### src/hdl/upload_pkg.sv
package upload_pkg;

   typedef enum logic [2:0] {
      idle,
      clean,
      read_conf,
      read_conf2,
      check_config,
      fill_ram,
      fill_ram2,
      store_slot
   } state_t;

   typedef logic [3:0]  config_typ_t;
   typedef logic [27:0] ddr_addr_t;
   typedef logic [26:0] ram_addr_t;
   typedef logic [24:0] data_size_t;

   // Record type codes from byte 3, upper nibble
   localparam config_typ_t config_internal   = 4'd4;
   localparam config_typ_t config_kbd_layout = 4'd7;
   localparam config_typ_t config_config     = 4'd8;

   localparam int record_len     = 16;
   localparam int kbd_layout_len = 512;
   localparam int page_shift     = 14;   // 16 KB pages
   localparam int config_index   = 1;

   localparam logic [23:0] sig_msx = 24'h4D5358;   // "MSX"

endpackage

### src/hdl/fill_counter.sv
`timescale 1ns/1ns

module fill_counter
   import upload_pkg::*;
(
   input  logic        clk,
   input  logic        rst_n,
   input  logic        sdram_ready,
   input  logic        ddr3_ready,
   input  logic        fill_start,
   input  logic        fill_copy,
   input  logic [15:0] rec_size,
   output logic        fill_done,
   output ram_addr_t   ram_addr,
   output logic        ram_ce,
   output logic        fill_rd
);

   data_size_t count;
   logic       busy;
   logic       copy;
   logic       rd_pending;
   logic       ce_last;
   logic       last_byte;

   assign last_byte = count == data_size_t'(1);
   // Copy data is valid once the fetch has completed
   assign ram_ce    = busy & sdram_ready & ~ce_last & ddr3_ready & ~fill_rd & ~rd_pending;
   assign fill_done = ram_ce & last_byte;

   always_ff @(posedge clk) begin
      if (fill_start) begin
         count <= data_size_t'(rec_size) << page_shift;
      end else if (ram_ce) begin
         count <= count - 1'b1;
      end
   end

   always_ff @(posedge clk) begin
      if (!rst_n) begin
         busy       <= 1'b0;
         copy       <= 1'b0;
         rd_pending <= 1'b0;
         ce_last    <= 1'b0;
         fill_rd    <= 1'b0;
         ram_addr   <= '0;
      end else begin
         ce_last <= ram_ce;
         fill_rd <= 1'b0;
         if (fill_rd) begin
            rd_pending <= 1'b1;   // Follows ddr3_rd in the FSM
         end else if (ddr3_ready) begin
            rd_pending <= 1'b0;
         end
         if (fill_start) begin
            busy    <= 1'b1;
            copy    <= fill_copy;
            fill_rd <= fill_copy;   // Prefetch first byte
         end
         if (ram_ce) begin
            ram_addr <= ram_addr + 1'b1;
            if (last_byte) begin
               busy <= 1'b0;
            end else begin
               fill_rd <= copy;
            end
         end
      end
   end

   assert property (@(posedge clk) disable iff (!rst_n) ram_ce |-> sdram_ready ##1 !ram_ce)
      else $error("ram_ce not a single pulse under sdram_ready");

endmodule

### config.mk
export PLATFORM = sky130hd
export DESIGN_NAME = fill_counter
export DESIGN_NICKNAME = d
export VERILOG_FILES = /design/src/hdl/upload_pkg.sv /design/src/hdl/fill_counter.sv
export SDC_FILE = /design/constraint.sdc
export NUM_CORES = 1
export LEC_CHECK = 0
export BUFFER_PORTS_ARGS = -buffer_cell sky130_fd_sc_hd__buf_4
export CAP_MARGIN = 20
export CORE_MARGIN = 2
export CORE_UTILIZATION = 26
export CTS_CLUSTER_SIZE = 16
export DETAILED_ROUTE_END_ITERATION = 16
export PLACE_DENSITY = 0.39
export SKIP_CTS_REPAIR_TIMING = 1
export SLEW_MARGIN = 25
export SYNTH_ARGS = -nofsm -noshare
export SYNTH_HDL_FRONTEND = slang
export SYNTH_SLANG_ARGS = --single-unit
### constraint.sdc
create_clock -name clk -period 2.7 [get_ports clk]
set_input_delay 0.675 -clock clk [delete_from_list [all_inputs] [get_ports clk]]
set_output_delay 0.675 -clock clk [all_outputs]
set_load 0.1 [all_outputs]
After elaboration in Yosys (flattened, before gate mapping)
Index checks and enable logic that the tools add are counted.
{"block": "totals", "wordCells": 32, "ff_bits": 57}
{"block": "classes", "bitwise": 9, "reduce_logical": 2, "n_eq_ne": 1, "n_mux": 10, "addsub": 2}
{"cell": "25-bit two-way mux", "n": 2}
{"cell": "27-bit by 1-bit adder with 27-bit output (second input constant)", "n": 1}
{"cell": "25-bit by 1-bit == test with 1-bit output (second input constant)", "n": 1}
{"cell": "25-bit by 1-bit subtractor with 25-bit output (second input constant)", "n": 1}
{"cell": "1-bit two-way mux", "n": 8}
{"cell": "1-bit bitwise AND", "n": 6}
{"cell": "2-bit nonzero test", "n": 2}
{"cell": "1-bit inverter", "n": 3}

Depth between registers and ports, before layout
Gate-level depths: netlist of run 1.
{"block": "depth", "ltp_word": 7, "ltp_mapped": 6}

Worst setup path after synthesis of run 1
No wires, ideal clock.
{"block": "synth_timing", "path_type": "register to output", "from": "register count[17]", "to": "output port fill_done", "n_path_buf": 0, "setup_slack_ps": -2245, "path_stages_with_launch": 4, "arrival_time_ps": 4270, "t_required_ps": 2025, "path_cell_list": "edfxtp_1 or4_4 or3_1 nor4_1"}
{"block": "synth_between", "elab_chain_cells": 2}
{"item": "start: declaration", "line_no": "fill_counter.sv:19", "text": "data_size_t count;"}
{"item": "start signal: assignment", "line_no": "fill_counter.sv:33", "text": "count <= data_size_t'(rec_size) << page_shift;"}
{"item": "start signal: assignment", "line_no": "fill_counter.sv:35", "text": "count <= count - 1'b1;"}
{"item": "25-bit by 1-bit == test with 1-bit output", "line_no": "fill_counter.sv:26", "text": "assign last_byte = count == data_size_t'(1);"}
{"item": "1-bit bitwise AND", "line_no": "fill_counter.sv:29", "text": "assign fill_done = ram_ce & last_byte;"}
{"item": "end: declaration", "line_no": "fill_counter.sv:13", "text": "output logic fill_done,"}
No other way between the ends.

Final worst setup path of run 1
Same ends and word-level chain as after synthesis.

==> results of run 1 <==
where the power goes:
group | internal, mW | total, mW | switching [mW]
Clock | 0.639 | 1.04 | 0.399
Sequential | 0.898 | 0.926 | 0.0279
Combinational | 0.0911 | 0.242 | 0.151
tightest hold or removal path: cells and delay by family (launching register included):
family,cells,cell delay (ps)
mux,1,60
simple gates,1,50
flops,1,310
routing by layer:
metal | vias to the layer above | wire length, um | GRT usage (%) | part of all wire (%)
li1 | 1404 | - | - | -
met1 | 1331 | 4300 | 18.9 | 51
met2 | 39 | 3750 | 21.8 | 45
met3 | 5 | 274 | 4.16 | 3.3
met4 | 0 | 82 | 4.69 | 0.97
met5 | - | 0 | 0 | 0
cells by family (layout without fill, tap and decap cells):
group	Yosys count	in the layout	synth area share (%)
and+or+nand+nor	162	162	30.3
AOI/OAI and AO/OA	67	67	17.1
DFF	57	57	41.9
muxes	6	6	2.10
buffers and inverters	28	85	3.56
adders and majority gates	3	3	1.26
xor gates and xnor gates	13	13	3.81
layout by cell type (no fill, tap or decap), drive strengths merged, types with 2 or more instances in the layout:
cell type	instances
buf	57
dfxtp	46
nor2	27
nand2	26
nand3	21
o311ai	15
nand2b	14
or3	13
a21oi	12
o41ai	12
inv	12
clkbuf	12
nand4	11
edfxtp	11
nor4	11
or4	9
nor3	8
xor2	8
o21ai	7
o211ai	6
o31ai	6
xnor2	5
or2	5
nor2b	4
and4	4
mux2i	4
clkinv	4
a221o	3
ha	3
o311a	3
and2	2
mux2	2
and3	2
metrics by stage:
| step | setup slack (ps) | setup TNS, ps | util (%) | hold WS (ps) |
|---|---|---|---|---|
| global placement | 134 | 0 | 31.4 | 444 |
| detailed placement | 128 | 0 | 31.4 | 465 |
| global route | -247 | -247 | 33.8 | 480 |
| CTS | -231 | -231 | 33.7 | 473 |
| floorplan | -297 | -297 | - | 427 |
| finish | -172 | -172 | 33.8 | 468 |
path summary, 6_finish.rpt:
check	from	to	slack [ps]	cells past startpoint
min	copy$_SDFFE_PN0P_	fill_rd$_SDFF_PN0_	470	2
max reg2reg	count[8]$_SDFFE_PP0P_	count[19]$_DFFE_PP_	390	6
max	count[17]$_DFFE_PP_	fill_done	-170	4
min reg2reg	copy$_SDFFE_PN0P_	fill_rd$_SDFF_PN0_	470	2
state kept, by name (all words and copies together), names as in the netlist:
register / count
rd_pending: 1
busy: 1
ram_addr: 27
fill_rd: 1
copy: 1
ce_last: 1
count: 25
area by class of cell:
class / count / area share [%]
flip-flops and latches: 57 / 32.8
clock inverters: 4 / 0.524
well taps: 143 / 4.68
inverters: 12 / 1.18
repair buffers: 57 / 11.3
clock buffers: 12 / 6.45
multi-input cells: 251 / 43.1
==> metrics.json, run 1 <==
{
  "gp_congestion": {"value": 0.719},
  "vdd_drop_max": {"value": 206, "unit": "uV"},
  "synth.yosys.seq_area_share": {"value": 41.9, "unit": "%"},
  "synth-main-ff-cell": {"value": "sky130_fd_sc_hd__dfxtp_1"},
  "synth_commonest_cells": {"value": "sky130_fd_sc_hd__dfxtp_1, sky130_fd_sc_hd__nor2_1, sky130_fd_sc_hd__nand2_1"},
  "critPathLaunchType": {"value": "flip-flop"},
  "netlist.area_leader.share": {"value": 30.8, "unit": "%"},
  "core_area": {"value": 11300, "unit": "sq um"},
  "cp-end-kind": {"value": "primary output"},
  "max_cap_viol_count": {"value": 0},
  "regArea": {"value": 1250, "unit": "sq um"},
  "initial_utilization": {"value": 26.4, "unit": "%"},
  "final.period_utilization": {"value": 106, "unit": "%"},
  "num_io_pins": {"value": 52},
  "die_height": {"value": 111, "unit": "um"},
  "nets": {"value": 413},
  "multi_input_comb_area": {"value": 1650, "unit": "sq um"},
  "drt_wl_total": {"value": 8410, "unit": "um"},
  "critical_path.n_buffers_inverters": {"value": 1},
  "grt_max_degree": {"value": 35},
  "drc": {"value": 0},
  "timing.final.max_slew_violations": {"value": 0},
  "mappedNetlistNets": {"value": 361},
  "worst-endpoint-arrival": {"value": 2200, "unit": "ps"},
  "timing.hold.worst.class": {"value": "reg -> reg"},
  "num_antenna_cells": {"value": 0},
  "area_growth": {"value": 28.0, "unit": "%"},
  "floorplan.die_area": {"value": 12400, "unit": "sq um"},
  "initialDrtViolationCount": {"value": 140},
  "count_of_placed_standard_cells_including_taps": {"value": 520},
  "ys_top_cells_by_area": {"value": "sky130_fd_sc_hd__dfxtp_1, sky130_fd_sc_hd__edfxtp_1, sky130_fd_sc_hd__o311ai_0"},
  "detailed_place_hpwl": {"value": 5680, "unit": "um"},
  "finalSetupViolCount": {"value": 1},
  "timing.setup.critical_path_class": {"value": "reg -> out"},
  "postLayoutSetupSlackWorst": {"value": -172, "unit": "ps"},
  "clkSlewWorstSetupHoldPaths": {"value": 50, "unit": "ps"},
  "numCtsBuffers": {"value": 9},
  "global_route_wire_length_before_repair": {"value": 14000, "unit": "um"},
  "power.static_leakage": {"value": 1.41, "unit": "nW"},
  "fmaxAchievable": {"value": 348, "unit": "MHz"},
  "syn-instance-count": {"value": 336},
  "final_cell_count_no_fill": {"value": 536},
  "critPathSlowestCell": {"value": "sky130_fd_sc_hd__or4_4"},
  "grt_antenna_before_repair": {"value": 0},
  "filler_cell_count": {"value": 1193},
  "yosysUniqueCellTypes": {"value": 46},
  "track_usage": {"value": 14.1, "unit": "%"},
  "clkLatencyLatePin": {"value": 330, "unit": "ps"},
  "first_pass_iters": {"value": 4},
  "synth.yosys.warnings": {"value": 0},
  "worst-path-max-fanout": {"value": 5},
  "power_per_cell_area": {"value": 577, "unit": "nW/um^2"},
  "number_of_global_route_vias_before_repair": {"value": 2676},
  "violations_in_the_final_reports": {"value": "negative setup slack"},
  "ys_async_sr_fraction": {"value": 0, "unit": "%"},
  "drive_gt1_share": {"value": 22.1, "unit": "%"},
  "avgViaCountPerCell": {"value": 5.18},
  "cp_top_family": {"value": "simple AND/OR/NAND/NOR gates"},
  "cts_tree": {"value": "built"},
  "h-tree-depth": {"value": 3},
  "worst_slew_pin_slew": {"value": 555, "unit": "ps"},
  "grt-ovfl-total": {"value": 0},
  "timing.final.hold_violations": {"value": 0},
  "finalCriticalPeriod": {"value": 2870, "unit": "ps"},
  "finalInstanceArea": {"value": 3820, "unit": "sq um"},
  "vias": {"value": 2779},
  "synth.avg_cell_area": {"value": 8.89, "unit": "sq um"},
  "cts_sinks": {"value": 57},
  "path_cells": {"value": "or4_4, or3_4, nor4_4, buf_6"},
  "cts_max_path_buffers": {"value": 2},
  "fin_worst_skew": {"value": 7.99, "unit": "ps"},
  "rsz_0062_raised_after_global_routing": {"value": "yes"},
  "final_antenna_net_count": {"value": 0},
  "clock_tree.root_cell": {"value": "sky130_fd_sc_hd__clkbuf_16"},
  "portBuffers": {"value": 46},
  "outcome": {"value": "finished with violations"},
  "post_drt_wl_per_cell": {"value": 15.7, "unit": "um"},
  "synth_enable_flop_cells": {"value": 11},
  "placedInstanceArea": {"value": 3550, "unit": "sq um"},
  "fp-row-count": {"value": 39},
  "power": {"value": 2.21, "unit": "mW"},
  "die_x": {"value": 111, "unit": "um"},
  "synth_area_leader_cell": {"value": "sky130_fd_sc_hd__dfxtp_1"},
  "synth.ff_latch_count": {"value": 57},
  "netlist_area": {"value": 2990, "unit": "sq um"},
  "worstPathRequired": {"value": 2030, "unit": "ps"},
  "worst_slew_margin_rel": {"value": 63.0, "unit": "%"},
  "slowest_delay": {"value": 590, "unit": "ps"},
  "yosys.cell_count.top_type": {"value": "sky130_fd_sc_hd__dfxtp_1"}
}
(Power assumes the default switching activity.)
==> run 2: changes to the inputs <==
==> config.mk (replaced) <==
export PLATFORM = sky130hd
export DESIGN_NAME = fill_counter
export DESIGN_NICKNAME = d
export VERILOG_FILES = /design/src/hdl/upload_pkg.sv /design/src/hdl/fill_counter.sv
export SDC_FILE = /design/constraint.sdc
export NUM_CORES = 1
export LEC_CHECK = 0
export CAP_MARGIN = 20
export CORE_MARGIN = 2
export CORE_UTILIZATION = 26
export CTS_CLUSTER_SIZE = 16
export DETAILED_ROUTE_END_ITERATION = 16
export DONT_BUFFER_PORTS = 1
export PLACE_DENSITY = 0.35
export SKIP_CTS_REPAIR_TIMING = 1
export SYNTH_ARGS = -nofsm -noshare
export SYNTH_HDL_FRONTEND = slang
export SYNTH_SLANG_ARGS = --single-unit
==> run 2 against run 1 <==
Compared with the run above: the flow still finishes with violations (negative setup slack); cell count decreased by 3.5%; combinational power decreased by 14%; clock power increased by 11%; first-iteration DRC count increased by 8.6%; sequential share of layout area increased by 0.79 points; clock skew decreased by 1.8 ps; non-clock buffer count decreased by 19; critical path type unchanged; critical endpoint unchanged; highest routed layer unchanged.
==> metrics.json, run 2 (synthesis results as in run 1) <==
{
  "fp-row-count": {"value": 39},
  "slowest_delay": {"value": 590, "unit": "ps"},
  "initial_utilization": {"value": 26.4, "unit": "%"},
  "worst_hold_slack": {"value": 412, "unit": "ps"},
  "clock_tree.root_cell": {"value": "sky130_fd_sc_hd__clkbuf_16"},
  "cts_sinks": {"value": 57},
  "finalSetupViolCount": {"value": 1},
  "track_usage": {"value": 14.5, "unit": "%"},
  "area_growth": {"value": 25.0, "unit": "%"},
  "largest_reg_by_ff_count": {"value": "ram_addr"},
  "die_height": {"value": 111, "unit": "um"},
  "biggestRegsByFlops": {"value": "ram_addr: 27 flops, count: 25 flops"},
  "numCtsBuffers": {"value": 9},
  "switching_pwr": {"value": 0.554, "unit": "mW"},
  "fmaxAchievable": {"value": 355, "unit": "MHz"},
  "grt_max_degree": {"value": 35},
  "cts_tree": {"value": "built"},
  "drt_wl_total": {"value": 8260, "unit": "um"},
  "cp-end-kind": {"value": "primary output"},
  "max_cap_viol_count": {"value": 0},
  "placedInstanceArea": {"value": 3420, "unit": "sq um"},
  "netSwitchingFraction": {"value": 24.3, "unit": "%"},
  "drc": {"value": 0},
  "power_per_cell_area": {"value": 612, "unit": "nW/um^2"},
  "finalCriticalPeriod": {"value": 2820, "unit": "ps"},
  "power.internal": {"value": 1.73, "unit": "mW"},
  "critPathSlowestCell": {"value": "sky130_fd_sc_hd__or4_4"},
  "clock_power_share": {"value": 50.2, "unit": "%"},
  "critPathLaunchType": {"value": "flip-flop"},
  "clkLatencyLatePin": {"value": 330, "unit": "ps"},
  "seqPwrFrac": {"value": 40.7, "unit": "%"},
  "worst-endpoint-arrival": {"value": 2140, "unit": "ps"},
  "vdd_drop_max": {"value": 325, "unit": "uV"},
  "finalInstanceArea": {"value": 3730, "unit": "sq um"},
  "worst_slew_margin_rel": {"value": 63.2, "unit": "%"},
  "number_of_global_route_vias_before_repair": {"value": 2665},
  "detailed_place_hpwl": {"value": 5710, "unit": "um"},
  "nets": {"value": 394},
  "worst_slew_pin_slew": {"value": 551, "unit": "ps"},
  "first_pass_iters": {"value": 4},
  "gp_congestion": {"value": 0.740},
  "final_core_utilization": {"value": 33.0, "unit": "%"},
  "floorplan.die_area": {"value": 12400, "unit": "sq um"},
  "core_area": {"value": 11300, "unit": "sq um"},
  "outcome": {"value": "finished with violations"},
  "comb_power_share": {"value": 9.1, "unit": "%"},
  "timing.setup.critical_path_class": {"value": "reg -> out"},
  "global_route_wire_length_before_repair": {"value": 14100, "unit": "um"},
  "portBuffers": {"value": 0},
  "filler_cell_count": {"value": 1214},
  "power": {"value": 2.28, "unit": "mW"},
  "num_io_pins": {"value": 52},
  "final_cell_mix": {"value": "sky130_fd_sc_hd__dfxtp_1, sky130_fd_sc_hd__buf_4, sky130_fd_sc_hd__nor2_1"},
  "cts_max_path_buffers": {"value": 2},
  "drive_gt1_share": {"value": 18.4, "unit": "%"},
  "fin_worst_skew": {"value": 6.17, "unit": "ps"},
  "mostFrequentLayoutCell": {"value": "sky130_fd_sc_hd__dfxtp_1"},
  "vias": {"value": 2704},
  "path_cells": {"value": "or4_4, or3_4, nor4_4, buf_12"},
  "timing.final.max_slew_violations": {"value": 0},
  "final.period_utilization": {"value": 104, "unit": "%"},
  "die_x": {"value": 111, "unit": "um"},
  "worst-path-max-fanout": {"value": 5},
  "clkSlewWorstSetupHoldPaths": {"value": 50, "unit": "ps"},
  "initialDrtViolationCount": {"value": 152},
  "grt_antenna_before_repair": {"value": 0},
  "final_antenna_net_count": {"value": 0},
  "avgViaCountPerCell": {"value": 5.23},
  "num_antenna_cells": {"value": 0},
  "timing.final.hold_violations": {"value": 0},
  "worstPathRequired": {"value": 2030, "unit": "ps"},
  "largest_register_ff_count": {"value": 27},
  "violations_in_the_final_reports": {"value": "negative setup slack"},
  "rsz_0062_raised_after_global_routing": {"value": "yes"},
  "timing.hold.worst.class": {"value": "in -> reg"},
  "power.static_leakage": {"value": 1.34, "unit": "nW"},
  "postLayoutSetupSlackWorst": {"value": -117, "unit": "ps"},
  "h-tree-depth": {"value": 3},
  "grt-ovfl-total": {"value": 0},
  "post_drt_wl_per_cell": {"value": 16.0, "unit": "um"}
}
run 2: cell types whose count changed in the layout (fill, tap and decap cells not counted), sizes merged:
cell    change
buf        -19
clkbuf      +3
clkinv      -3
run 2: through the flow:
stage	instances	TNS [ps]	setup WS (ps)
after global placement	501	0	221
after detailed placement	501	0	245
after global routing	517	-198	-198
final	517	-117	-117
after CTS	517	-132	-132
after floorplan	336	-297	-297
run 2: layout make-up:
class,count,area [sq um],area share [%]
Clock buffer,15,299,8.01
Multi-Input combinational cell,251,1650,44.3
Sequential cell,57,1250,33.6
Clock inverter,1,5.00,0.134
Tap cell,143,179,4.79
Inverter,12,45.0,1.21
Timing Repair Buffer,38,298,7.98
run 2: power groups by stage:
stage / registers (mW) / clock network, mW / logic, mW
3_3_place_gp: 0.944 / 0 / 0.209
4_1_cts: 0.927 / 1.19 / 0.210
6_report: 0.928 / 1.15 / 0.209
3_5_place_dp: 0.945 / 0 / 0.210
2_1_floorplan: 0.947 / 0 / 0.151
5_1_grt: 0.933 / 1.23 / 0.237
run 2: worst max-delay path: cells and delay by family (launching register included):
kind / cells / cell delay (ps)
and+or+nand+nor: 3 / 1170
DFF: 1 / 430
buffers and inverters: 1 / 220
run 2: routing by layer:
| metal | share of wire [%] | global-route usage, % | wire (um) | up-vias |
|---|---|---|---|---|
| li1 | - | - | - | 1361 |
| met1 | 50 | 19.3 | 4090 | 1284 |
| met2 | 43 | 21.1 | 3540 | 49 |
| met3 | 5.6 | 5.30 | 462 | 10 |
| met4 | 1.9 | 6.09 | 155 | 0 |
| met5 | 0 | 0 | 0 | - |
run 2: worst paths after layout:
path,slack (ps),cells past startpoint,to,startpoint
worst max register to register,440,4,count[24]$_DFFE_PP_,count[17]$_DFFE_PP_
worst min-delay path,410,1,count[12]$_SDFFE_PP0P_,fill_start
worst max-delay path,-120,4,fill_done,count[17]$_DFFE_PP_
worst min register to register,450,2,fill_rd$_SDFF_PN0_,copy$_SDFFE_PN0P_
