<file path="config.mk">
export PLATFORM = sky130hd
export DESIGN_NAME = config_record
export DESIGN_NICKNAME = d
export VERILOG_FILES = /design/src/hdl/msx_pkg.sv /design/src/hdl/upload_pkg.sv /design/src/hdl/config_record.sv
export SDC_FILE = /design/constraint.sdc
export NUM_CORES = 1
export LEC_CHECK = 0
export BUFFER_PORTS_ARGS = -buffer_cell sky130_fd_sc_hd__buf_2
export CAP_MARGIN = 20
export CORE_MARGIN = 2
export CORE_UTILIZATION = 50
export DETAILED_ROUTE_END_ITERATION = 8
export PLACE_DENSITY = 0.78
export SETUP_SLACK_MARGIN = 0.3
export SYNTH_ARGS = -nofsm -noshare
export SYNTH_HDL_FRONTEND = slang
export SYNTH_SLANG_ARGS = --single-unit
</file>
<file path="constraint.sdc">
create_clock -name clk -period 2.2 [get_ports clk]
set_clock_uncertainty 0.1 [all_clocks]
set_input_delay 0.33 -clock clk [delete_from_list [all_inputs] [get_ports clk]]
set_output_delay 0.33 -clock clk [all_outputs]
set_load 0.005 [all_outputs]
</file>
<file path="src/hdl/msx_pkg.sv">
package msx_pkg;

   // Slot, subslot and page give 64 blocks
   localparam int slot_blocks    = 64;
   localparam int lookup_entries = 16;

   typedef logic [7:0]  mapper_t;
   typedef logic [7:0]  device_t;
   typedef logic [7:0]  data_id_t;
   typedef logic [1:0]  msx_typ_t;
   typedef logic [3:0]  ref_ram_t;
   typedef logic [1:0]  offset_t;
   typedef logic [5:0]  block_idx_t;
   typedef logic [15:0] page_size_t;   // Count of 16 KB pages

   localparam mapper_t mapper_none   = 8'd0;
   localparam mapper_t mapper_ram    = 8'd1;
   localparam mapper_t mapper_unused = 8'hFF;

   localparam device_t device_none   = 8'd0;

   localparam data_id_t rom_none     = 8'd0;
   localparam data_id_t rom_rom      = 8'd1;
   localparam data_id_t rom_ram      = 8'd2;   // Checkerboard fill without DDR3 data

endpackage

</file>
<file path="src/hdl/upload_pkg.sv">
package upload_pkg;

   typedef enum logic [2:0] {
      idle,
      clean,
      read_conf,
      read_conf2,
      check_config,
      fill_ram,
      fill_ram2,
      store_slot
   } state_t;

   typedef logic [3:0]  config_typ_t;
   typedef logic [27:0] ddr_addr_t;
   typedef logic [26:0] ram_addr_t;
   typedef logic [24:0] data_size_t;

   // Record type codes from byte 3, upper nibble
   localparam config_typ_t config_internal   = 4'd4;
   localparam config_typ_t config_kbd_layout = 4'd7;
   localparam config_typ_t config_config     = 4'd8;

   localparam int record_len     = 16;
   localparam int kbd_layout_len = 512;
   localparam int page_shift     = 14;   // 16 KB pages
   localparam int config_index   = 1;

   localparam logic [23:0] sig_msx = 24'h4D5358;   // "MSX"

endpackage

</file>
<file path="src/hdl/config_record.sv">
`timescale 1ns/1ns

module config_record
   import upload_pkg::*;
   import msx_pkg::*;
(
   input  logic        clk,
   input  logic        rst_n,
   input  logic        rec_capture,
   input  logic [3:0]  rec_index,
   input  logic [7:0]  ddr3_dout,
   output logic        rec_valid,
   output config_typ_t rec_typ,
   output logic [3:0]  rec_slot,
   output data_id_t    rec_data_id,
   output page_size_t  rec_size,
   output device_t     rec_device,
   output mapper_t     rec_mapper,
   output logic [7:0]  rec_mode,
   output logic [7:0]  rec_param,
   output logic [3:0]  rec_expander,
   output msx_typ_t    rec_msx_typ
);

   logic [7:0] conf [record_len];
   logic       complete;

   always_ff @(posedge clk) begin
      if (rec_capture) begin
         conf[rec_index] <= ddr3_dout;
      end
   end

   // Fields are only trusted once all 16 bytes are in
   always_ff @(posedge clk) begin
      if (!rst_n) begin
         complete <= 1'b0;
      end else if (rec_capture) begin
         complete <= rec_index == 4'(record_len - 1);
      end
   end

   assign rec_valid    = complete & ({conf[0], conf[1], conf[2]} == sig_msx);
   assign rec_typ      = config_typ_t'(conf[3][7:4]);
   assign rec_slot     = conf[3][3:0];   // Slot and subslot
   assign rec_data_id  = data_id_t'(conf[4]);
   assign rec_expander = conf[4][3:0];
   assign rec_msx_typ  = msx_typ_t'(conf[4][5:4]);
   assign rec_size     = page_size_t'({conf[5][2:0], conf[6]});
   assign rec_device   = device_t'(conf[7]);
   assign rec_mapper   = mapper_t'(conf[8]);
   assign rec_mode     = conf[9];
   assign rec_param    = conf[10];

endmodule

</file>
---- Word-level counts from Yosys, hierarchy flattened ----
Memory sizes are Yosys's and may differ from the RTL's.
Index checks and enable logic that the tools add are counted.
Widths: inputs -> output; s select.
storage, ports and cells
  bits in writable memories ............... 128
  word-level logic and storage cells ...... 7
  register bits after elaboration ......... 1
  output and inout port bits .............. 71
  input bits .............................. 15
  memories ................................ 1
memories
  memory  words  bits a word  read ports  clocked after Yosys merged registers in  write ports  line                 text
  conf    16     8            11          0                                        1            config_record.sv:25  logic [7:0] conf [record_len];
cells by class
  bitwise logic cells ..................... 1
  multiplexer cells ....................... 2
  eq/ne operators ......................... 2
operators by type and width
  operator              count
  $eq 24x23->1 const B  1
  $eq 4x4->1 const B    1
  $mux 1                2
  $and 1x1->1           1

---- Longest topological paths before layout ----
Gate-level depths: netlist (run 1).
An unclocked memory read counts as a cell.
  depth after elaboration ................. 3
  gate-level depth with buffers ........... 3
  mapped depth without buffers ............ 3

---- Least setup slack after synthesis (run 1) ----
OpenSTA, ideal clock, no wires.
  path kind ............................... in2reg
  start point ............................. input rec_index[3]
  end point ............................... memory conf[6][0] (enable)
  stages .................................. 3
  library setup time ...................... 0.385 ns
  arrival time ............................ 1.446 ns
  path buffers ............................ 0
  path slack .............................. 0.269 ns
  data required time ...................... 1.715 ns
  cells stage by stage .................... nand2b_1 or2_1 nor3b_1
RTL lines
  item         line                 text
  from (decl)  config_record.sv:10  input logic [3:0] rec_index,
  to (decl)    config_record.sv:25
Straight into the memory's write port.

==> results by group, run 1 <==
Status
  – Status: complete, no violations

Synthesis
  – Register area share after synthesis: 90.00%
  – Synth Area in XOR/XNOR: 0%
  – Share of the synthesized area in the top cell type: 89.29%
  – Largest area contributor in the netlist: edfxtp_1
  – Netlist Area Pre-Place: 0.002791 mm^2
  – Post-synthesis mux area share: 0%
  – Post-synthesis simple-gate area fraction: 6.365%
  – Adder-cell area share of the yosys netlist: 0%
  – Unique masters post-synth: 21
  – Largest family of logic cells by synthesized area: simple AND/OR/NAND/NOR gates
  – Compound-Gate Fraction of Synth Area: 0.2689%
  – Synth area leaders: edfxtp_1 (89%), buf_4 (3.0%), dfxtp_1 (0.72%)
  – #FFs+latches synth: 84
  – Warnings from Yosys: 0
  – Post-Synthesis Cells: 127
  – Synth Area per Inst: 21.98 um^2

Global routing
  – Total Routing Usage GR: 17.52%
  – Global-route wire length before repair: 7376 um
  – Initial antenna violation count: 0
  – Grt ovf: 0
  – Largest net degree at the start of global routing: 16
  – Vias in the first global route: 1,357

Clock network
  – CTS tree: yes
  – Maximum buffer depth of the clock tree: 2
  – Post-cts hold buffer count: 0
  – Clock Latency Late Sink: 340 ps
  – Clock transition at the registers of the reported paths: 80 ps
  – CTS Root Cell: clkbuf_8
  – Sink Count: 84
  – # H-tree levels: 3
  – Setup Buffers After CTS: 0
  – Total CTS buffers: 9

Cells and area
  – Layout area overhead: 25.33%
  – Commonest cells after routing, fill and taps aside: edfxtp_1 (83), buf_2 (80), buf_4 (10)
  – FILL cells: 392
  – NumNets Final: 236
  – Share of layout cells above drive strength 1: 48.67%
  – Commonest non-fill, non-tap cell in the layout: edfxtp_1
  – # diodes: 0
  – Design Area, Final: 0.003498 mm^2

Floorplan
  – Die height: 78.72 um
  – Die area: 0.006197 mm^2
  – IO Pins: 86
  – Core Region: 0.005439 mm^2
  – Initial Utilization: 51.32%
  – Die W: 78.72 um
  – Cell row count: 27

Timing
  – RSZ-0062 raised after global routing: true
  – Fin Hold WS: 105.5 ps
  – Max-slew violation count: 0
  – Peak Freq: 501.3 MHz
  – Final Setup Violations: 0
  – Fin Setup TNS: 0 ps
  – Post-route minimum period: 1995 ps
  – Final cycle utilization of the critical path: 90.68%
  – Count of final hold-check violations: 0

Route
  – DR WL met2: 2447 um
  – Routed met3 length: 562 um
  – Routed len/inst: 17.08 um
  – Antenna-violating nets left: 0
  – DRT Wirelength: 5091 um
  – Top Layer Used: met4
  – Vias per cell: 4.930
  – DR vias: 1,469
  – Residual DRC: 0
  – Drt initial violations: 70
  – TritonRoute pass-1 iters: 4
  – Met1 WL: 2010 um

Power and ir drop
  – Leak: 1.298 nW
  – PD cells: 845.7 mW/mm^2
  – Worst vdd ir: 0.0005953 V

Critical path
  – WP data required: 1770 ps
  – CP bufs+invs: 1
  – CP Launch Type: flip-flop
  – Crit path DAT: 1560 ps
  – Critical-path cell list: nor4bb_1, nand3_1, nor4_2, buf_2
  – CP peak stage delay: 360 ps
  – Max stage delay cell, worst path: edfxtp_1
  – Crit end category: output pin
  – Crit-path max FO: 1
  – Worst path top cell family by delay: simple AND/OR/NAND/NOR gates
  – WS Path Type: flip-flop to output pin

Run
  – Max-cap viol count: 0

Placement
  – Area after DPL: 0.003294 mm^2
  – Routability Congestion: 0.7475
  – DP Wirelength: 3299 um
  – Port bufs: 80

Min path
  – Hold WC Path Type: input port to flip-flop
==> sequential cells by signal, summed over array words and instances, names as in the netlist <==
register  cells
complete      1
conf         83
==> cell usage after synthesis <==
cell type  instances
nor4b_1            1
nand2_1            2
nor4_2             1
nand2b_1           1
dfxtp_1            1
nor4_1             2
conb_1             1
nor3b_1            2
or4b_4             1
buf_4             11
inv_1              2
or2_1              1
nor3_1             4
o21a_1             1
or3_1              1
nor2b_1            1
nor4bb_1           2
nand3_1            3
nand4b_1           1
nor2_1             5
edfxtp_1          83
==> area by class of cell <==
type                       count  area (um^2)  area share (%)
multi-input combinational     34        215.2           6.152
clock inverter                 7        73.82           2.110
tap                           72        90.09           2.575
timing repair buffer          90        475.5           13.59
clock buffer                   9        123.9           3.541
sequential                    84         2512           71.82
inverter                       2        7.507          0.2146
==> final timing paths <==
| path | from | to | slack, ps | depth (start not counted) |
|---|---|---|---|---|
| setup / recovery | conf[2][7]$_DFFE_PP_ | rec_valid | 210 | 4 |
| hold / removal | rst_n | complete$_SDFFE_PN0P_ | 110 | 2 |
| setup reg to reg | complete$_SDFFE_PN0P_ | complete$_SDFFE_PN0P_ | 1390 | 2 |
| hold reg to reg | complete$_SDFFE_PN0P_ | complete$_SDFFE_PN0P_ | 530 | 2 |
==> timing repair <==
action                                  4_1_cts  5_1_grt
gates resized for setup                       1        0
pin swaps                                     3        0
endpoints found under the hold margin         0        0
endpoints found under the setup margin        1        1
==> logic make-up (layout without fill, tap and decap cells) <==
group,Yosys count,count (layout)
AND/OR/NAND/NOR,28,28
AO/OA/AOI/OAI,1,1
flip-flops,84,84
buffers and inverters,13,108
other,1,5
==> through the flow <==
step | util, % | total power [mW] | cells | setup WS (ps)
global route | 64.32 | 3.055 | 298 | 89.22
CTS | 64.32 | 2.989 | 298 | 171.7
floorplan | - | 1.863 | 131 | 336.7
global placement | 60.57 | 1.924 | 282 | 519.3
finish | 64.32 | 2.958 | 298 | 205.1
detailed placement | 60.57 | 1.926 | 282 | 490.6
==> metal layers <==
metal / vias to the layer above / GRT usage [%]
met5: - / 0
met4: 0 / 7.368
met3: 7 / 9.091
met2: 75 / 26.75
met1: 718 / 21.06
li1: 669 / -
==> power breakdown <==
| group | leakage [nW] | switching, mW | internal, mW |
|---|---|---|---|
| clock | 0.100 | 0.537 | 0.532 |
| combinational | 0.440 | 0.0629 | 0.0316 |
| sequential | 0.758 | 0.00710 | 1.79 |
| total | 1.30 | 0.607 | 2.35 |
No activity file was read; power rests on OpenSTA's default activity.
==> run 2: changes to the inputs <==
--- a/config.mk
+++ b/config.mk
@@ -11,6 +11,7 @@
 export CORE_UTILIZATION = 50
 export DETAILED_ROUTE_END_ITERATION = 8
 export PLACE_DENSITY = 0.78
+export RECOVER_POWER = 100
 export SETUP_SLACK_MARGIN = 0.3
 export SYNTH_ARGS = -nofsm -noshare
 export SYNTH_HDL_FRONTEND = slang
==> results by group, run 2 (synthesized netlist as in run 1, its figures left out) <==
Cells and area
  – # diodes: 0 (unchanged)
  – Share of layout cells above drive strength 1: 24.78% (-24 points)
  – Commonest non-fill, non-tap cell in the layout: edfxtp_1
  – Top flop regs: conf: 83 flops, complete: 1 flops
  – FILL cells: 428 (+9.2%)
  – Max reg flops: 83 (unchanged)
  – Non-Filler Instances: 298 (unchanged)
  – NumNets Final: 236 (unchanged)
  – Core Util, Final: 62.55% (-1.8 points)
  – Commonest cells after routing, fill and taps aside: edfxtp_1 (83), clkbuf_1 (53), buf_2 (37)
  – Design Area, Final: 0.003402 mm^2 (-2.8%)
  – Layout area overhead: 21.87%
  – Biggest register: conf

Clock network
  – Clock transition at the registers of the reported paths: 80 ps (about the same)
  – Maximum buffer depth of the clock tree: 2 (unchanged)
  – Clock Latency Late Sink: 340 ps (about the same)
  – CTS tree: yes
  – # H-tree levels: 3 (unchanged)
  – Sink Count: 84 (unchanged)
  – CTS Root Cell: clkbuf_8
  – Setup Buffers After CTS: 0 (unchanged)
  – Total CTS buffers: 9 (unchanged)
  – Post-cts hold buffer count: 0 (unchanged)

Critical path
  – Crit-path max FO: 1 (unchanged)
  – RR Startpoint: complete$_SDFFE_PN0P_
  – CP Launch Type: flip-flop
  – Capturing point of the worst reg2reg path: complete$_SDFFE_PN0P_
  – R2r setup slk: 1380 ps (about the same)
  – Crit path DAT: 1570 ps (about the same)
  – WP data required: 1770 ps (about the same)
  – Worst R2R Path Depth: 2 (unchanged)
  – Critical-path cell list: nor4bb_1, nand3_1, nor4_2, clkbuf_1
  – CP peak stage delay: 360 ps (about the same)
  – Worst path top cell family by delay: simple AND/OR/NAND/NOR gates
  – Crit end category: output pin
  – CP bufs+invs: 1 (unchanged)
  – WS Path Type: flip-flop to output pin
  – Max stage delay cell, worst path: edfxtp_1

Route
  – DRT Wirelength: 5082 um (-0.18%)
  – TritonRoute pass-1 iters: 4 (unchanged)
  – Residual DRC: 0 (unchanged)
  – Vias per cell: 4.953 (+0.48%)
  – Antenna-violating nets left: 0 (unchanged)
  – DR vias: 1,476 (+0.48%)
  – Drt initial violations: 61 (-13%)
  – Routed len/inst: 17.05 um (-0.18%)

Min path
  – HP Start: rst_n
  – Hold depth: 2 (unchanged)
  – Hold WC Path Type: input port to flip-flop
  – Min-Delay Endpoint: complete$_SDFFE_PN0P_

Timing
  – Max-slew violation count: 0 (unchanged)
  – Worst-Margin Slew: 589.7 ps
  – RSZ-0062 raised after global routing: true
  – Max_slew headroom: 60.68%
  – Peak Freq: 500.6 MHz (-0.13%)
  – Setup WS post-layout: 202.4 ps (-2.637 ps)
  – Count of final hold-check violations: 0 (unchanged)
  – Final cycle utilization of the critical path: 90.80% (+0.12 points)
  – Post-route minimum period: 1998 ps (+2.637 ps)
  – Fin Setup TNS: 0 ps (unchanged)
  – Final Setup Violations: 0 (unchanged)
  – Fin Hold WS: 105.4 ps (-0.1680 ps)

Global routing
  – Vias in the first global route: 1,357 (unchanged)
  – Grt ovf: 0 (unchanged)
  – Initial antenna violation count: 0 (unchanged)
  – Total Routing Usage GR: 17.52% (unchanged)
  – Largest net degree at the start of global routing: 16 (unchanged)
  – Global-route wire length before repair: 7376 um (unchanged)

Floorplan
  – Core Region: 0.005439 mm^2 (unchanged)
  – Die W: 78.72 um (unchanged)
  – Die height: 78.72 um (unchanged)
  – IO Pins: 86 (unchanged)
  – Die area: 0.006197 mm^2 (unchanged)
  – Initial Utilization: 51.32% (unchanged)
  – Cell row count: 27 (unchanged)

Status
  – Status: complete, no violations

Power and ir drop
  – Internal power: 2.344 mW (-0.32%)
  – Worst vdd ir: 0.0005935 V (-0.30%)
  – Sw Pwr: 0.6043 mW (-0.44%)
  – Sequential share of power: 60.9% (+0.2 points)
  – PD cells: 866.6 mW/mm^2 (+2.5%)
  – Tot Pwr: 2.948 mW (-0.35%)
  – Sw frac: 20.50% (about the same)
  – Combinational share of power: 2.9% (-0.3 points)
  – Leak: 1.134 nW (-13%)
  – Clock group share of total power: 36.2% (about the same)

Placement
  – Placed Instances: 282 (unchanged)
  – DP Wirelength: 3299 um (unchanged)
  – Routability Congestion: 0.7475 (unchanged)
  – Area after DPL: 0.003294 mm^2 (unchanged)
  – Port bufs: 80 (unchanged)
  – Pre-CTS setup slack: 490.6 ps (unchanged)

Run
  – Max-cap viol count: 0 (unchanged)
[run 2: cell types whose count changed in the layout (fill, tap and decap cells not counted), sizes merged]
cell | before | now
buf | 90 | 37
clkbuf | 9 | 62
[run 2: repair_timing]
item                                    4_1_cts  5_1_grt
pin swaps                                     3        0
resized for setup                             1        0
endpoints found under the setup margin        1        1
cloned                                        0        0
[run 2: power by group through the flow]
stage          combinational (mW)  sequential (mW)  clock, mW
6_report                   0.0861             1.80       1.07
5_1_grt                    0.0957             1.80       1.15
4_1_cts                    0.0957             1.80       1.10
3_5_place_dp               0.0950             1.83          0
3_3_place_gp               0.0934             1.83          0
2_1_floorplan              0.0279             1.84          0
[run 2: worst reg2reg max path, stage by stage (launching register included)]
cell and delay (ps):
dfxtp_1 310, nor2b_1 130, o21a_1 180
[run 2: layer usage]
metal / wire [um] / GRT usage (%) / up-vias
li1: - / - / 669
met1: 2051 / 21.06 / 725
met2: 2439 / 26.75 / 75
met3: 521 / 9.091 / 7
met4: 70 / 7.368 / 0
met5: 0 / 0 / -
[run 2: worst max path at each step]
stage,startpoint,to,depth (start not counted)
floorplan,rec_index[3],conf[4][0]$_DFFE_PP_,3
detailed placement,rec_index[3],conf[5][2]$_DFFE_PP_,4
global placement,conf[2][0]$_DFFE_PP_,rec_valid,3
CTS,conf[0][5]$_DFFE_PP_,rec_valid,4
global route,conf[1][2]$_DFFE_PP_,rec_valid,4
finish,conf[2][7]$_DFFE_PP_,rec_valid,4
[run 2: area by class of cell]
cell class | instances | area (um^2) | area share (%)
multi-input combinational | 34 | 210.2 | 6.179
clock buffer | 9 | 123.9 | 3.641
inverter | 2 | 7.507 | 0.2207
sequential | 84 | 2512 | 73.85
timing repair buffer | 90 | 384.1 | 11.29
clock inverter | 7 | 73.82 | 2.170
tap | 72 | 90.09 | 2.648
==> run 3: changes to the inputs <==
--- a/config.mk
+++ b/config.mk
@@ -10,8 +10,9 @@
 export CORE_MARGIN = 2
 export CORE_UTILIZATION = 50
 export DETAILED_ROUTE_END_ITERATION = 8
-export PLACE_DENSITY = 0.78
+export PLACE_DENSITY_LB_ADDON = 0.08
 export RECOVER_POWER = 100
+export REMOVE_ABC_BUFFERS = 1
 export SETUP_SLACK_MARGIN = 0.3
 export SYNTH_ARGS = -nofsm -noshare
 export SYNTH_HDL_FRONTEND = slang
==> results by group, run 3 (synthesized netlist as in run 1, its figures left out) <==
Status
  – Status: complete, no violations

Placement
  – DP Wirelength: 3525 um (+6.9%)
  – Routability Congestion: 0.7399 (-1.0%)
  – Pre-CTS setup slack: 482.8 ps (-7.848 ps)
  – Port bufs: 80 (unchanged)

Power and ir drop
  – Combinational share of power: 2.8% (about the same)
  – Clock group share of total power: 38.0% (+1.8 points)
  – Sw Pwr: 0.5851 mW (-3.2%)
  – Internal power: 2.451 mW (+4.6%)
  – Leak: 1.124 nW (-0.88%)
  – Worst vdd ir: 0.0005348 V (-9.9%)
  – Sw frac: 19.27% (-1.2 points)
  – Sequential share of power: 59.2% (-1.7 points)
  – PD cells: 889.2 mW/mm^2 (+2.6%)

Floorplan
  – Die W: 78.72 um (unchanged)
  – Cell row count: 27 (unchanged)
  – Initial Utilization: 51.32% (unchanged)
  – IO Pins: 86 (unchanged)
  – Core Region: 0.005439 mm^2 (unchanged)
  – Die area: 0.006197 mm^2 (unchanged)
  – Die height: 78.72 um (unchanged)

Timing
  – Max_slew headroom: 61.14% (+0.45 points)
  – Worst-Margin Slew: 582.9 ps (-6.802 ps)
  – Max-slew violation count: 0 (unchanged)
  – Final Setup Violations: 0 (unchanged)
  – Final cycle utilization of the critical path: 90.67% (-0.13 points)
  – Peak Freq: 501.3 MHz (+0.14%)
  – Fin Hold WS: 101.8 ps (-3.547 ps)
  – RSZ-0062 raised after global routing: true
  – Post-route minimum period: 1995 ps (-2.860 ps)
  – Fin Setup TNS: 0 ps (unchanged)
  – Count of final hold-check violations: 0 (unchanged)
  – Setup WS post-layout: 205.3 ps (+2.860 ps)

Global routing
  – Met3 Use GR: 6.591% (-2.5 points)
  – Total Routing Usage GR: 18.66% (+1.1 points)
  – Largest net degree at the start of global routing: 15 (-1)
  – Most Crowded Layer GR: met2
  – Grt met2 use: 31.03% (+4.3 points)
  – Global-route wire length before repair: 7976 um (+8.1%)
  – Grt met1 use: 21.96% (+0.90 points)
  – Grt ovf: 0 (unchanged)
  – Initial antenna violation count: 0 (unchanged)
  – Vias in the first global route: 1,501 (+11%)

Clock network
  – Total CTS buffers: 9 (unchanged)
  – Clock transition at the registers of the reported paths: 80 ps (about the same)
  – CTS tree: yes
  – Clock Latency Late Sink: 340 ps (about the same)
  – # H-tree levels: 3 (unchanged)
  – Maximum buffer depth of the clock tree: 2 (unchanged)
  – Sink Count: 84 (unchanged)
  – Setup Buffers After CTS: 0 (unchanged)
  – CTS Root Cell: clkbuf_8
  – Post-cts hold buffer count: 0 (unchanged)

Critical path
  – Max stage delay cell, worst path: edfxtp_1
  – Worst R2R Path Depth: 2 (unchanged)
  – CP bufs+invs: 1 (unchanged)
  – Crit end category: output pin
  – CP peak stage delay: 380 ps (+20 ps)
  – Crit-path max FO: 1 (unchanged)
  – Worst path top cell family by delay: simple AND/OR/NAND/NOR gates
  – Critical-path cell list: nor4b_2, nand3_1, nor4_2, buf_2
  – CP Launch Type: flip-flop
  – WP data required: 1770 ps (about the same)
  – Critical path depth in cells: 4 (unchanged)
  – WS Path Type: flip-flop to output pin
  – Crit path DAT: 1560 ps (about the same)

Cells and area
  – Commonest non-fill, non-tap cell in the layout: edfxtp_1
  – Biggest register: conf
  – Commonest cells after routing, fill and taps aside: edfxtp_1 (83), clkbuf_1 (59), buf_2 (32)
  – Max reg flops: 83 (unchanged)
  – Top flop regs: conf: 83 flops, complete: 1 flops
  – NumNets Final: 236 (unchanged)
  – Share of layout cells above drive strength 1: 22.12% (-2.7 points)
  – # diodes: 0 (unchanged)
  – Layout area overhead: 22.32%

Run
  – Max-cap viol count: 0 (unchanged)

Route
  – DRT Wirelength: 5371 um (+5.7%)
  – Drt initial violations: 77 (+26%)
  – Antenna-violating nets left: 0 (unchanged)
  – DR vias: 1,464 (-0.81%)
  – Residual DRC: 0 (unchanged)
  – TritonRoute pass-1 iters: 4 (unchanged)
  – Routed len/inst: 18.02 um (+5.7%)
  – Vias per cell: 4.913 (-0.81%)

Min path
  – Hold WC Path Type: input port to flip-flop
  – Hold depth: 2 (unchanged)
## run 3: changes by cell type in the layout (fill, tap and decap cells not counted), sizes merged
cell,previous run,this run
buf,37,32
bufinv,1,2
clkbuf,62,68
clkinvlp,1,2
inv,5,2
## run 3: area by class of cell
class | count | area (um^2)
Clock buffer | 10 | 127.6
Timing Repair Buffer | 90 | 377.9
Clock inverter | 6 | 88.84
Tap cell | 72 | 90.09
Sequential cell | 84 | 2512
Multi-Input combinational cell | 34 | 210.2
Inverter | 2 | 7.507
Fill cell | 454 | 2024
## run 3: routing by layer
layer	wire (um)	vias to the layer above	share of wire, %
met1	2023	734	38
li1	-	666	-
met3	393	7	7.3
met5	0	-	0
met2	2881	57	54
met4	73	0	1.4
## run 3: through the flow
step / instance area, um^2 / power [mW] / util (%) / instances
2_1_floorplan: 2724 / 1.854 / - / 120
3_3_place_gp: 3289 / 1.925 / 60.48 / 282
3_5_place_dp: 3289 / 1.927 / 60.48 / 282
4_1_cts: 3512 / 3.078 / 64.57 / 298
5_1_grt: 3415 / 3.134 / 62.78 / 298
6_report: 3415 / 3.036 / 62.78 / 298
## run 3: path summary, 6_finish.rpt
kind / startpoint / endpoint / slack (ps)
worst min-delay path: rst_n / complete$_SDFFE_PN0P_ / 100
worst max register to register: complete$_SDFFE_PN0P_ / complete$_SDFFE_PN0P_ / 1360
worst max-delay path: conf[0][4]$_DFFE_PP_ / rec_valid / 210
worst min register to register: complete$_SDFFE_PN0P_ / complete$_SDFFE_PN0P_ / 560
## run 3: power by group through the flow
stage	Clock (mW)	Combinational, mW	Sequential, mW
after global placement	0	0.0931	1.83
after detailed placement	0	0.0949	1.83
after global routing	1.24	0.0947	1.80
final	1.15	0.0847	1.80
after floorplan	0	0.0181	1.84
after CTS	1.19	0.0956	1.80
## run 3: timing repair
| item | in CTS | in global routing |
|---|---|---|
| resized for setup | 1 | 1 |
| endpoints found under the setup margin | 1 | 1 |
| pin swaps | 3 | 0 |
## run 3: worst reg2reg max path, cell delays in order (launching register included)
cell and delay (ps):
dfxtp_1 330, nor2b_1 130, o21a_1 180
